[config.mk]
export PLATFORM = sky130hd
export DESIGN_NAME = phase_bus_top
export DESIGN_NICKNAME = d
export VERILOG_FILES = /design/src/common/phase_bus_pkg.sv /design/src/phase_bus/phase_bus_sequencer.sv /design/src/credit_fifo.sv /design/src/phase_bus_top.sv
export SDC_FILE = /design/constraint.sdc
export NUM_CORES = 1
export LEC_CHECK = 0
export BUFFER_PORTS_ARGS = -buffer_cell sky130_fd_sc_hd__buf_2
export CAP_MARGIN = 20
export CORE_MARGIN = 4
export CORE_UTILIZATION = 65
export CTS_BUF_LIST = sky130_fd_sc_hd__clkbuf_4
export DETAILED_ROUTE_END_ITERATION = 10
export PLACE_DENSITY = 0.84
export SYNTH_ARGS = -nofsm -noshare
export SYNTH_HDL_FRONTEND = slang
export SYNTH_HIERARCHICAL = 1
export SYNTH_SLANG_ARGS = --single-unit
[constraint.sdc]
create_clock -name clock -period 6.2 [get_ports clock]
set_input_delay 1.24 -clock clock [delete_from_list [all_inputs] [get_ports clock]]
set_output_delay 1.24 -clock clock [all_outputs]
set_load 0.02 [all_outputs]
[src/common/phase_bus_pkg.sv]
`default_nettype none

package phase_bus_pkg;

    // Backplane geometry
    localparam int NUM_BOARDS = 4;          // Plug-in boards on the bus
    localparam logic [3:0] BOARD_ALL = 4'd15; // Broadcast select, every board latches

    // Board port map, 3-bit port address
    localparam logic [2:0] PORT_MUX      = 3'd3; // Analog mux channel latch
    localparam logic [2:0] PORT_CONVERT  = 3'd4; // Write starts a conversion
    localparam logic [2:0] PORT_ADC_HIGH = 3'd5; // Result, upper byte
    localparam logic [2:0] PORT_ADC_LOW  = 3'd6; // Result, lower byte

    // Access timing in clock cycles
    localparam int SETTLE_CYCLES = 8; // Address and data hold before the strobe
    localparam int STROBE_CYCLES = 2; // Strobe low time
    localparam int TIMER_WIDTH   = 4; // Wide enough for both phases

    // Stream buffering
    localparam int CMD_DEPTH = 4;
    localparam int RSP_DEPTH = 4;

    // Largest response, ADC4 gives high and low per board
    localparam int MAX_RSP_BYTES = 8;

    // Command opcodes
    typedef enum logic [1:0] {
        WRITE4 = 2'd0, // One byte to the same port of every board
        READ4  = 2'd1, // Same port read back from every board
        ADC4   = 2'd2, // Mux, convert, read all boards
        ADC1   = 2'd3  // Mux, convert, read one board
    } opcode_t;

    // One command from the sender
    typedef struct packed {
        opcode_t                         opcode;
        logic [2:0]                      port;    // WRITE4 and READ4
        logic [1:0]                      board;   // ADC1 only
        logic [7:0]                      channel; // Mux channel for ADC4 and ADC1
        logic [NUM_BOARDS-1:0][7:0]      data;    // WRITE4, data[n] goes to board n
    } cmd_t;

    // One response per command
    typedef struct packed {
        opcode_t                         opcode;  // Echo of the command opcode
        logic [3:0]                      count;   // Valid bytes, 0, 2, 4 or 8
        logic [MAX_RSP_BYTES-1:0][7:0]   bytes;   // bytes[0] first, unused zero
    } rsp_t;

endpackage

`default_nettype wire

[src/phase_bus/phase_bus_sequencer.sv]
`default_nettype none
`timescale 1ns/10ps

module phase_bus_sequencer (
    input  wire logic                 clock,
    input  wire logic                 reset,

    // Command stream, one command in flight
    input  wire logic                 cmd_valid,
    input  wire phase_bus_pkg::cmd_t  cmd,
    output logic                      cmd_credit, // Returned with the response

    // Response stream
    output logic                      rsp_valid,
    output phase_bus_pkg::rsp_t       rsp,
    input  wire logic                 rsp_credit,

    // Phase bus
    output logic [3:0]                board_sel,
    output logic [2:0]                addr_port,
    output logic                      rd_n,       // Read strobe, active low
    output logic                      wr_n,       // Write strobe, active low
    output logic [7:0]                data_out,
    output logic                      data_dir,   // 1 drives data_out onto the bus
    input  wire logic [7:0]           data_in
);

    // One FSM for all four commands
    typedef enum logic [2:0] {
        IDLE,    // Bus released, waiting for a command
        CREDIT,  // Command held, waiting for response space
        ADDR,    // Drive select, port and data
        SETTLE,  // Hold before the strobe
        STROBE,  // Strobe low
        RELEASE, // Strobe high again, address still held
        DONE     // Push response, return command credit
    } state_t;

    state_t state;

    phase_bus_pkg::cmd_t cmd_q;  // Latched command
    phase_bus_pkg::rsp_t rsp_q;  // Response under construction

    logic [3:0] step;       // Index into the access list
    logic [3:0] last_step;  // Final index for this opcode
    logic [3:0] rel_step;   // Step counted from the first ADC read
    logic [phase_bus_pkg::TIMER_WIDTH-1:0] timer; // Settle and strobe counter

    logic [$clog2(phase_bus_pkg::RSP_DEPTH+1)-1:0] rsp_cred; // Free response slots

    // Current access, decoded from opcode and step
    logic [3:0] acc_board;
    logic [2:0] acc_port;
    logic       acc_write;
    logic [7:0] acc_data;

    logic read_sample; // Last low cycle of a read

    assign rel_step = step - 4'd2; // ADC reads start after mux and convert writes

    // Access list decode
    always_comb begin
        acc_board = {2'b00, step[1:0]};
        acc_port  = cmd_q.port;
        acc_write = 1'b0;
        acc_data  = 8'h00;
        last_step = 4'(phase_bus_pkg::NUM_BOARDS - 1);
        case (cmd_q.opcode)
            phase_bus_pkg::WRITE4: begin
                acc_write = 1'b1;
                acc_data  = cmd_q.data[step[1:0]]; // Board n gets data[n]
            end
            phase_bus_pkg::READ4: begin
                acc_write = 1'b0; // Board order 0 to 3, same port
            end
            phase_bus_pkg::ADC4: begin
                last_step = 4'(2 * phase_bus_pkg::NUM_BOARDS + 1); // 2 writes, 8 reads
                if (step == 4'd0) begin
                    acc_board = phase_bus_pkg::BOARD_ALL; // Mux channel to all
                    acc_port  = phase_bus_pkg::PORT_MUX;
                    acc_write = 1'b1;
                    acc_data  = cmd_q.channel;
                end else if (step == 4'd1) begin
                    acc_board = phase_bus_pkg::BOARD_ALL; // Start every converter
                    acc_port  = phase_bus_pkg::PORT_CONVERT;
                    acc_write = 1'b1;
                end else begin
                    acc_board = {2'b00, rel_step[2:1]}; // Two reads per board
                    acc_port  = rel_step[0] ? phase_bus_pkg::PORT_ADC_LOW
                                            : phase_bus_pkg::PORT_ADC_HIGH;
                end
            end
            phase_bus_pkg::ADC1: begin
                last_step = 4'd3;
                acc_board = {2'b00, cmd_q.board}; // Chosen board only
                if (step == 4'd0) begin
                    acc_port  = phase_bus_pkg::PORT_MUX;
                    acc_write = 1'b1;
                    acc_data  = cmd_q.channel;
                end else if (step == 4'd1) begin
                    acc_port  = phase_bus_pkg::PORT_CONVERT;
                    acc_write = 1'b1;
                end else begin
                    acc_port  = rel_step[0] ? phase_bus_pkg::PORT_ADC_LOW
                                            : phase_bus_pkg::PORT_ADC_HIGH;
                end
            end
            default: begin
                acc_write = 1'b0;
            end
        endcase
    end

    assign read_sample = (state == STROBE) && (timer == '0) && !acc_write;

    // Response leaves in DONE, the command credit goes back with it
    assign rsp_valid  = (state == DONE);
    assign cmd_credit = rsp_valid;
    assign rsp        = rsp_q;

    // Control path
    always_ff @(posedge clock) begin
        if (reset) begin
            state    <= IDLE;
            step     <= 4'd0;
            timer    <= '0;
            rd_n     <= 1'b1; // Strobes idle high
            wr_n     <= 1'b1;
            data_dir <= 1'b0; // Bus released
            rsp_cred <= ($clog2(phase_bus_pkg::RSP_DEPTH+1))'(phase_bus_pkg::RSP_DEPTH);
        end else begin
            // Spent on push, refilled as the response FIFO drains
            rsp_cred <= rsp_cred
                        + ($clog2(phase_bus_pkg::RSP_DEPTH+1))'(rsp_credit)
                        - ($clog2(phase_bus_pkg::RSP_DEPTH+1))'(rsp_valid);

            case (state)
                IDLE: begin
                    step <= 4'd0;
                    if (cmd_valid) begin
                        state <= CREDIT;
                    end
                end

                CREDIT: begin
                    // Bus stays released while the response side is full
                    if (rsp_cred != '0) begin
                        state <= ADDR;
                    end
                end

                ADDR: begin
                    data_dir <= acc_write;  // Turn the bus around with the address
                    timer    <= phase_bus_pkg::TIMER_WIDTH'(phase_bus_pkg::SETTLE_CYCLES - 1);
                    state    <= SETTLE;
                end

                SETTLE: begin
                    if (timer == '0) begin
                        wr_n  <= !acc_write; // Only one strobe goes low
                        rd_n  <= acc_write;
                        timer <= phase_bus_pkg::TIMER_WIDTH'(phase_bus_pkg::STROBE_CYCLES - 1);
                        state <= STROBE;
                    end else begin
                        timer <= timer - 1'b1;
                    end
                end

                STROBE: begin
                    if (timer == '0) begin
                        rd_n  <= 1'b1; // Read data taken this cycle
                        wr_n  <= 1'b1; // Boards latch on this rising edge
                        state <= RELEASE;
                    end else begin
                        timer <= timer - 1'b1;
                    end
                end

                RELEASE: begin
                    if (step == last_step) begin
                        state <= DONE;
                    end else begin
                        step  <= step + 4'd1;
                        state <= ADDR;
                    end
                end

                DONE: begin
                    data_dir <= 1'b0; // Release before idling
                    state    <= IDLE;
                end

                default: begin
                    state <= IDLE;
                end
            endcase
        end
    end

    // Payload path, no reset
    always_ff @(posedge clock) begin
        if (state == IDLE && cmd_valid) begin
            cmd_q <= cmd;
            rsp_q <= '{opcode: cmd.opcode, count: 4'd0, bytes: '0}; // Unused bytes zero
        end
        if (state == ADDR) begin
            board_sel <= acc_board;
            addr_port <= acc_port;
            data_out  <= acc_data; // Zero on reads
        end
        if (read_sample) begin
            // Bytes fill in access order, board by board
            rsp_q.bytes[rsp_q.count[$clog2(phase_bus_pkg::MAX_RSP_BYTES)-1:0]] <= data_in;
            rsp_q.count <= rsp_q.count + 4'd1;
        end
    end

endmodule

`default_nettype wire

[src/credit_fifo.sv]
`default_nettype none
`timescale 1ns/10ps

module credit_fifo #(
    parameter type T           = logic, // Payload type
    parameter int  DEPTH       = 4,     // Entries, at least 2
    parameter int  OUT_CREDITS = 1      // Credits granted by the consumer
) (
    input  wire logic clock,
    input  wire logic reset,

    // Producer side
    input  wire logic in_valid,
    input  wire T     in_data,
    output logic      in_credit,  // One pulse per entry that leaves

    // Consumer side
    output logic      out_valid,
    output T          out_data,
    input  wire logic out_credit  // Consumer hands a slot back
);

    T mem [DEPTH]; // Circular storage

    logic [$clog2(DEPTH)-1:0]       wr_ptr;
    logic [$clog2(DEPTH)-1:0]       rd_ptr;
    logic [$clog2(DEPTH+1)-1:0]     count;   // Entries held
    logic [$clog2(OUT_CREDITS+1)-1:0] credits; // Slots free at the consumer
    logic                           pop;

    // Oldest entry is offered as soon as there is somewhere to send it
    assign out_valid = (count != '0) && (credits != '0);
    assign out_data  = mem[rd_ptr];
    assign pop       = out_valid; // Consumer never refuses, so valid means sent

    // Payload write, no reset needed
    always_ff @(posedge clock) begin
        if (in_valid) begin
            mem[wr_ptr] <= in_data;
        end
    end

    always_ff @(posedge clock) begin
        if (reset) begin
            wr_ptr    <= '0;
            rd_ptr    <= '0;
            count     <= '0;
            credits   <= ($clog2(OUT_CREDITS+1))'(OUT_CREDITS); // Full grant at start
            in_credit <= 1'b0;
        end else begin
            // Write side, sender guarantees space
            if (in_valid) begin
                if (int'(wr_ptr) == DEPTH - 1) begin
                    wr_ptr <= '0; // Wrap
                end else begin
                    wr_ptr <= wr_ptr + 1'b1;
                end
            end

            // Read side
            if (pop) begin
                if (int'(rd_ptr) == DEPTH - 1) begin
                    rd_ptr <= '0;
                end else begin
                    rd_ptr <= rd_ptr + 1'b1;
                end
            end

            // Occupancy, push and pop may coincide
            count <= count
                     + ($clog2(DEPTH+1))'(in_valid)
                     - ($clog2(DEPTH+1))'(pop);

            // Spend on send, refill on returned credit
            credits <= credits
                       + ($clog2(OUT_CREDITS+1))'(out_credit)
                       - ($clog2(OUT_CREDITS+1))'(pop);

            // Slot freed here goes back to the producer a cycle later
            in_credit <= pop;
        end
    end

endmodule

`default_nettype wire

[src/phase_bus_top.sv]
`default_nettype none
`timescale 1ns/10ps

module phase_bus_top (
    input  wire logic                 clock,
    input  wire logic                 reset,

    // Command stream from the sender
    input  wire logic                 cmd_valid,
    input  wire phase_bus_pkg::cmd_t  cmd,
    output logic                      cmd_credit,

    // Response stream to the consumer
    output logic                      rsp_valid,
    output phase_bus_pkg::rsp_t       rsp,
    input  wire logic                 rsp_credit,

    // Backplane
    output logic [3:0]                board_sel,
    output logic [2:0]                addr_port,
    output logic                      rd_n,
    output logic                      wr_n,
    output logic [7:0]                data_out,
    output logic                      data_dir,
    input  wire logic [7:0]           data_in
);

    // Command FIFO to sequencer
    logic                seq_cmd_valid;
    phase_bus_pkg::cmd_t seq_cmd;
    logic                seq_cmd_credit;

    // Sequencer to response FIFO
    logic                seq_rsp_valid;
    phase_bus_pkg::rsp_t seq_rsp;
    logic                seq_rsp_credit;

    // Sequencer takes one command at a time
    credit_fifo #(
        .T           (phase_bus_pkg::cmd_t),
        .DEPTH       (phase_bus_pkg::CMD_DEPTH),
        .OUT_CREDITS (1)
    ) cmd_fifo (
        .clock      (clock),
        .reset      (reset),
        .in_valid   (cmd_valid),
        .in_data    (cmd),
        .in_credit  (cmd_credit),
        .out_valid  (seq_cmd_valid),
        .out_data   (seq_cmd),
        .out_credit (seq_cmd_credit)
    );

    phase_bus_sequencer sequencer (
        .clock      (clock),
        .reset      (reset),
        .cmd_valid  (seq_cmd_valid),
        .cmd        (seq_cmd),
        .cmd_credit (seq_cmd_credit),
        .rsp_valid  (seq_rsp_valid),
        .rsp        (seq_rsp),
        .rsp_credit (seq_rsp_credit),
        .board_sel  (board_sel),
        .addr_port  (addr_port),
        .rd_n       (rd_n),
        .wr_n       (wr_n),
        .data_out   (data_out),
        .data_dir   (data_dir),
        .data_in    (data_in)
    );

    // External consumer grants RSP_DEPTH credits
    credit_fifo #(
        .T           (phase_bus_pkg::rsp_t),
        .DEPTH       (phase_bus_pkg::RSP_DEPTH),
        .OUT_CREDITS (phase_bus_pkg::RSP_DEPTH)
    ) rsp_fifo (
        .clock      (clock),
        .reset      (reset),
        .in_valid   (seq_rsp_valid),
        .in_data    (seq_rsp),
        .in_credit  (seq_rsp_credit),
        .out_valid  (rsp_valid),
        .out_data   (rsp),
        .out_credit (rsp_credit)
    );

endmodule

`default_nettype wire

==> impl_metrics.toml <==
[sta]
skew_ps = 51.1
finalSetupViolCount = 0
period_needed_ps = 4260
worst_pin_slew_ps = 1100
finalMaxSlewViolations = 0
fin_crit_sh_pct = 68.8
slew_headroom_pct = 26.3
fmax_mhz = 235
fin_ws_ps = 1940
hold_ws_ps = 475
totalNegativeSetupSlack_ps = 0
rsz0062_at_grt = "false"
final_hold_viol_count = 0

[clock_network]
cts_hold_buf = 0
path_clk_slew_ps = 70
clk_path_buf_depth = 3
cts_resized = 0
clock_latency_ps = 840
cts_tree = "done"
post_cts_buffers = 0
clock-root-buffer = "clkbuf_4"
cts_htree_levels = 4
cts_sinks = 638
cts_made_buffers = 151

[cells_and_area]
drive_gt1_share_pct = 35.6
fin_area_mm2 = 0.0271
postLayoutCoreUtil_pct = 74.1
filler_cell_count = 2085
final_net_count = 1549
regArea_mm2 = 0.0181
multi_input_area_mm2 = 0.00546
syn_to_final_growth_pct = 12.7

[synth]
ys_ff_latch = 638
syn_nets = 1289
ys_warn_count = 6
async_reset_ff_share_pct = 0
synthCells = 1204
synth_flop_cell = "edfxtp_1"
yosysUniqueCellTypes = 61
synth_edf_count = 533
syn_area_mm2 = 0.0241
syn_avg_cell_area_um2 = 20.0
synth_seq_area_share_pct = 75.2

[die]
ioPinCount = 149
fp.dieW_um = 200
die_h_um = 200
core_mm2 = 0.0366
dieArea_mm2 = 0.0402
start_util_pct = 65.8
std_cell_rows = 70

[flow_run]
cap_violations = 0

[routing]
drc = 0
vias = 11800
antenna_left = 0
first_pass_iters = 7
wl_um = 43400
viasPerCell = 5.74
wl_per_cell_um = 21.1
drt_iter0_drc = 873

[power_and_ir_drop]
p_per_area_mw_per_mm2 = 423
ir_worst_vdd_mv = 0.232
power.leakage_nw = 9.83

[critical_path]
regToRegEndpoint = "sequencer/rsp[43]"
worstSetupStartpointType = "flop"
rrSetupSlack_ps = 2820
critPathKind = "flop to output port"
worstPathMaxFanout = 38
r2r-start = "sequencer/step[0]"
cp-end-kind = "output port"
cp.required_ps = 4960
reg2reg_depth = 6
crit_arrival_ps = 3020
cp-endpoint = "rsp[41]"

[place]
place_congestion = 0.780
dpl.hpwl_um = 26100
placed_area_mm2 = 0.0251
post-place-ws_ps = 2720
portBuffers = 148

[global_routing]
grt_start_max_net_pins = 67
grt_pass1_wl_um = 69000
grt_antenna_before_repair = 8
grt_pass1_vias = 12600
grt_overflow = 0
grt_use_total_pct = 22.1

[outcome]
outcome = "finished, final reports clean"

[worst_hold_path]
min_path_type = "flop to flop"
==> sequential cells by signal, indices dropped and copies added, names as in the netlist, 4 cells and up, named ones only <==
register	cells
rsp_fifo/mem	280
cmd_fifo/mem	188
sequencer/rsp	70
sequencer/cmd_q	45
sequencer/data_out	8
sequencer/step	4
sequencer/timer	4
==> worst min path at each step <==
stage	start	end	slack, ps	depth (start not counted)
final	sequencer/data_dir	sequencer/data_dir	470	2
after global routing	sequencer/rsp[28]	rsp_fifo/mem[3][28]	500	0
after CTS	sequencer/data_dir	sequencer/data_dir	480	2
after detailed placement	sequencer/data_dir	sequencer/data_dir	460	2
after global placement	sequencer/data_dir	sequencer/data_dir	450	2
after floorplan	sequencer/rsp[0]	rsp_fifo/mem[0][0]	460	0
==> metal layers <==
metal	track usage (%)	part of all wire (%)	wire [um]	up-vias
li1	-	-	-	5390
met1	27.7	38	16400	5895
met2	38.3	54	23300	410
met3	5.74	6.4	2770	85
met4	7.55	1.9	820	14
met5	0	0.22	94	-
==> stage by stage <==
step                      cells  power (mW)
after global routing       2055        12.1
after global placement     1779        8.16
after floorplan            1204        7.58
after detailed placement   1779        8.25
after CTS                  2054        11.6
final                      2055        11.5
==> kinds of logic after synthesis <==
kind of cell | Yosys count | synth area share, %
adders and majority gates | 26 | 1.48
xor gates and xnor gates | 10 | 0.426
and+or+nand+nor | 191 | 4.36
AOI/OAI and AO/OA | 53 | 1.57
muxes | 199 | 14.8
buffers and inverters | 87 | 2.20
DFF | 638 | 75.2
==> cell type report <==
class | count | area share [%]
antenna | 1 | 0.00922
clock buffer | 226 | 6.25
clock inverter | 49 | 1.14
inverter | 31 | 0.429
multi-input combinational | 479 | 20.1
sequential | 638 | 66.8
tap | 468 | 2.16
timing repair buffer | 163 | 3.14
==> placed cells by master (no fill, tap or decap), drive strengths merged, types with 14 or more instances in the layout <==
| cell type | count |
|---|---|
| ha | 22 |
| clkinv | 39 |
| clkbuf | 226 |
| nor2 | 31 |
| dfxtp | 105 |
| inv | 33 |
| a21oi | 14 |
| nand2 | 86 |
| mux2i | 73 |
| mux4 | 125 |
| buf | 163 |
| edfxtp | 533 |
==> critical path, cell delays in order (launching register included) <==
cell and delay, ps:
dfxtp_2 1060, buf_4 550, mux4_2 390, buf_2 180
==> synthesized netlist by cell type (6+ instances only) <==
| cell type | n | area share, % |
|---|---|---|
| mux2i_1 | 73 | 3.0 |
| buf_2 | 16 | 0.33 |
| mux4_2 | 125 | 12 |
| clkbuf_1 | 13 | 0.20 |
| xnor2_1 | 6 | 0.22 |
| nor2_1 | 30 | 0.47 |
| and2_1 | 13 | 0.34 |
| dfxtp_1 | 105 | 8.7 |
| buf_6 | 13 | 0.61 |
| nand2_1 | 86 | 1.3 |
| a21oi_1 | 14 | 0.29 |
| edfxtp_1 | 533 | 66 |
| nor2b_1 | 13 | 0.34 |
| inv_1 | 31 | 0.48 |
| ha_1 | 22 | 1.1 |
| buf_4 | 7 | 0.22 |
| nor3_1 | 6 | 0.12 |
| a22o_1 | 8 | 0.29 |
| o21ai_0 | 8 | 0.17 |
| nand2b_1 | 9 | 0.23 |
==> report_power, final <==
group	total (mW)	switching [mW]	internal [mW]	leakage (nW)
registers	5.45	0.287	5.16	5.77
logic	2.66	1.52	1.14	2.89
clock network	3.37	1.56	1.81	1.17
No activity file was read; power rests on OpenSTA's default activity.
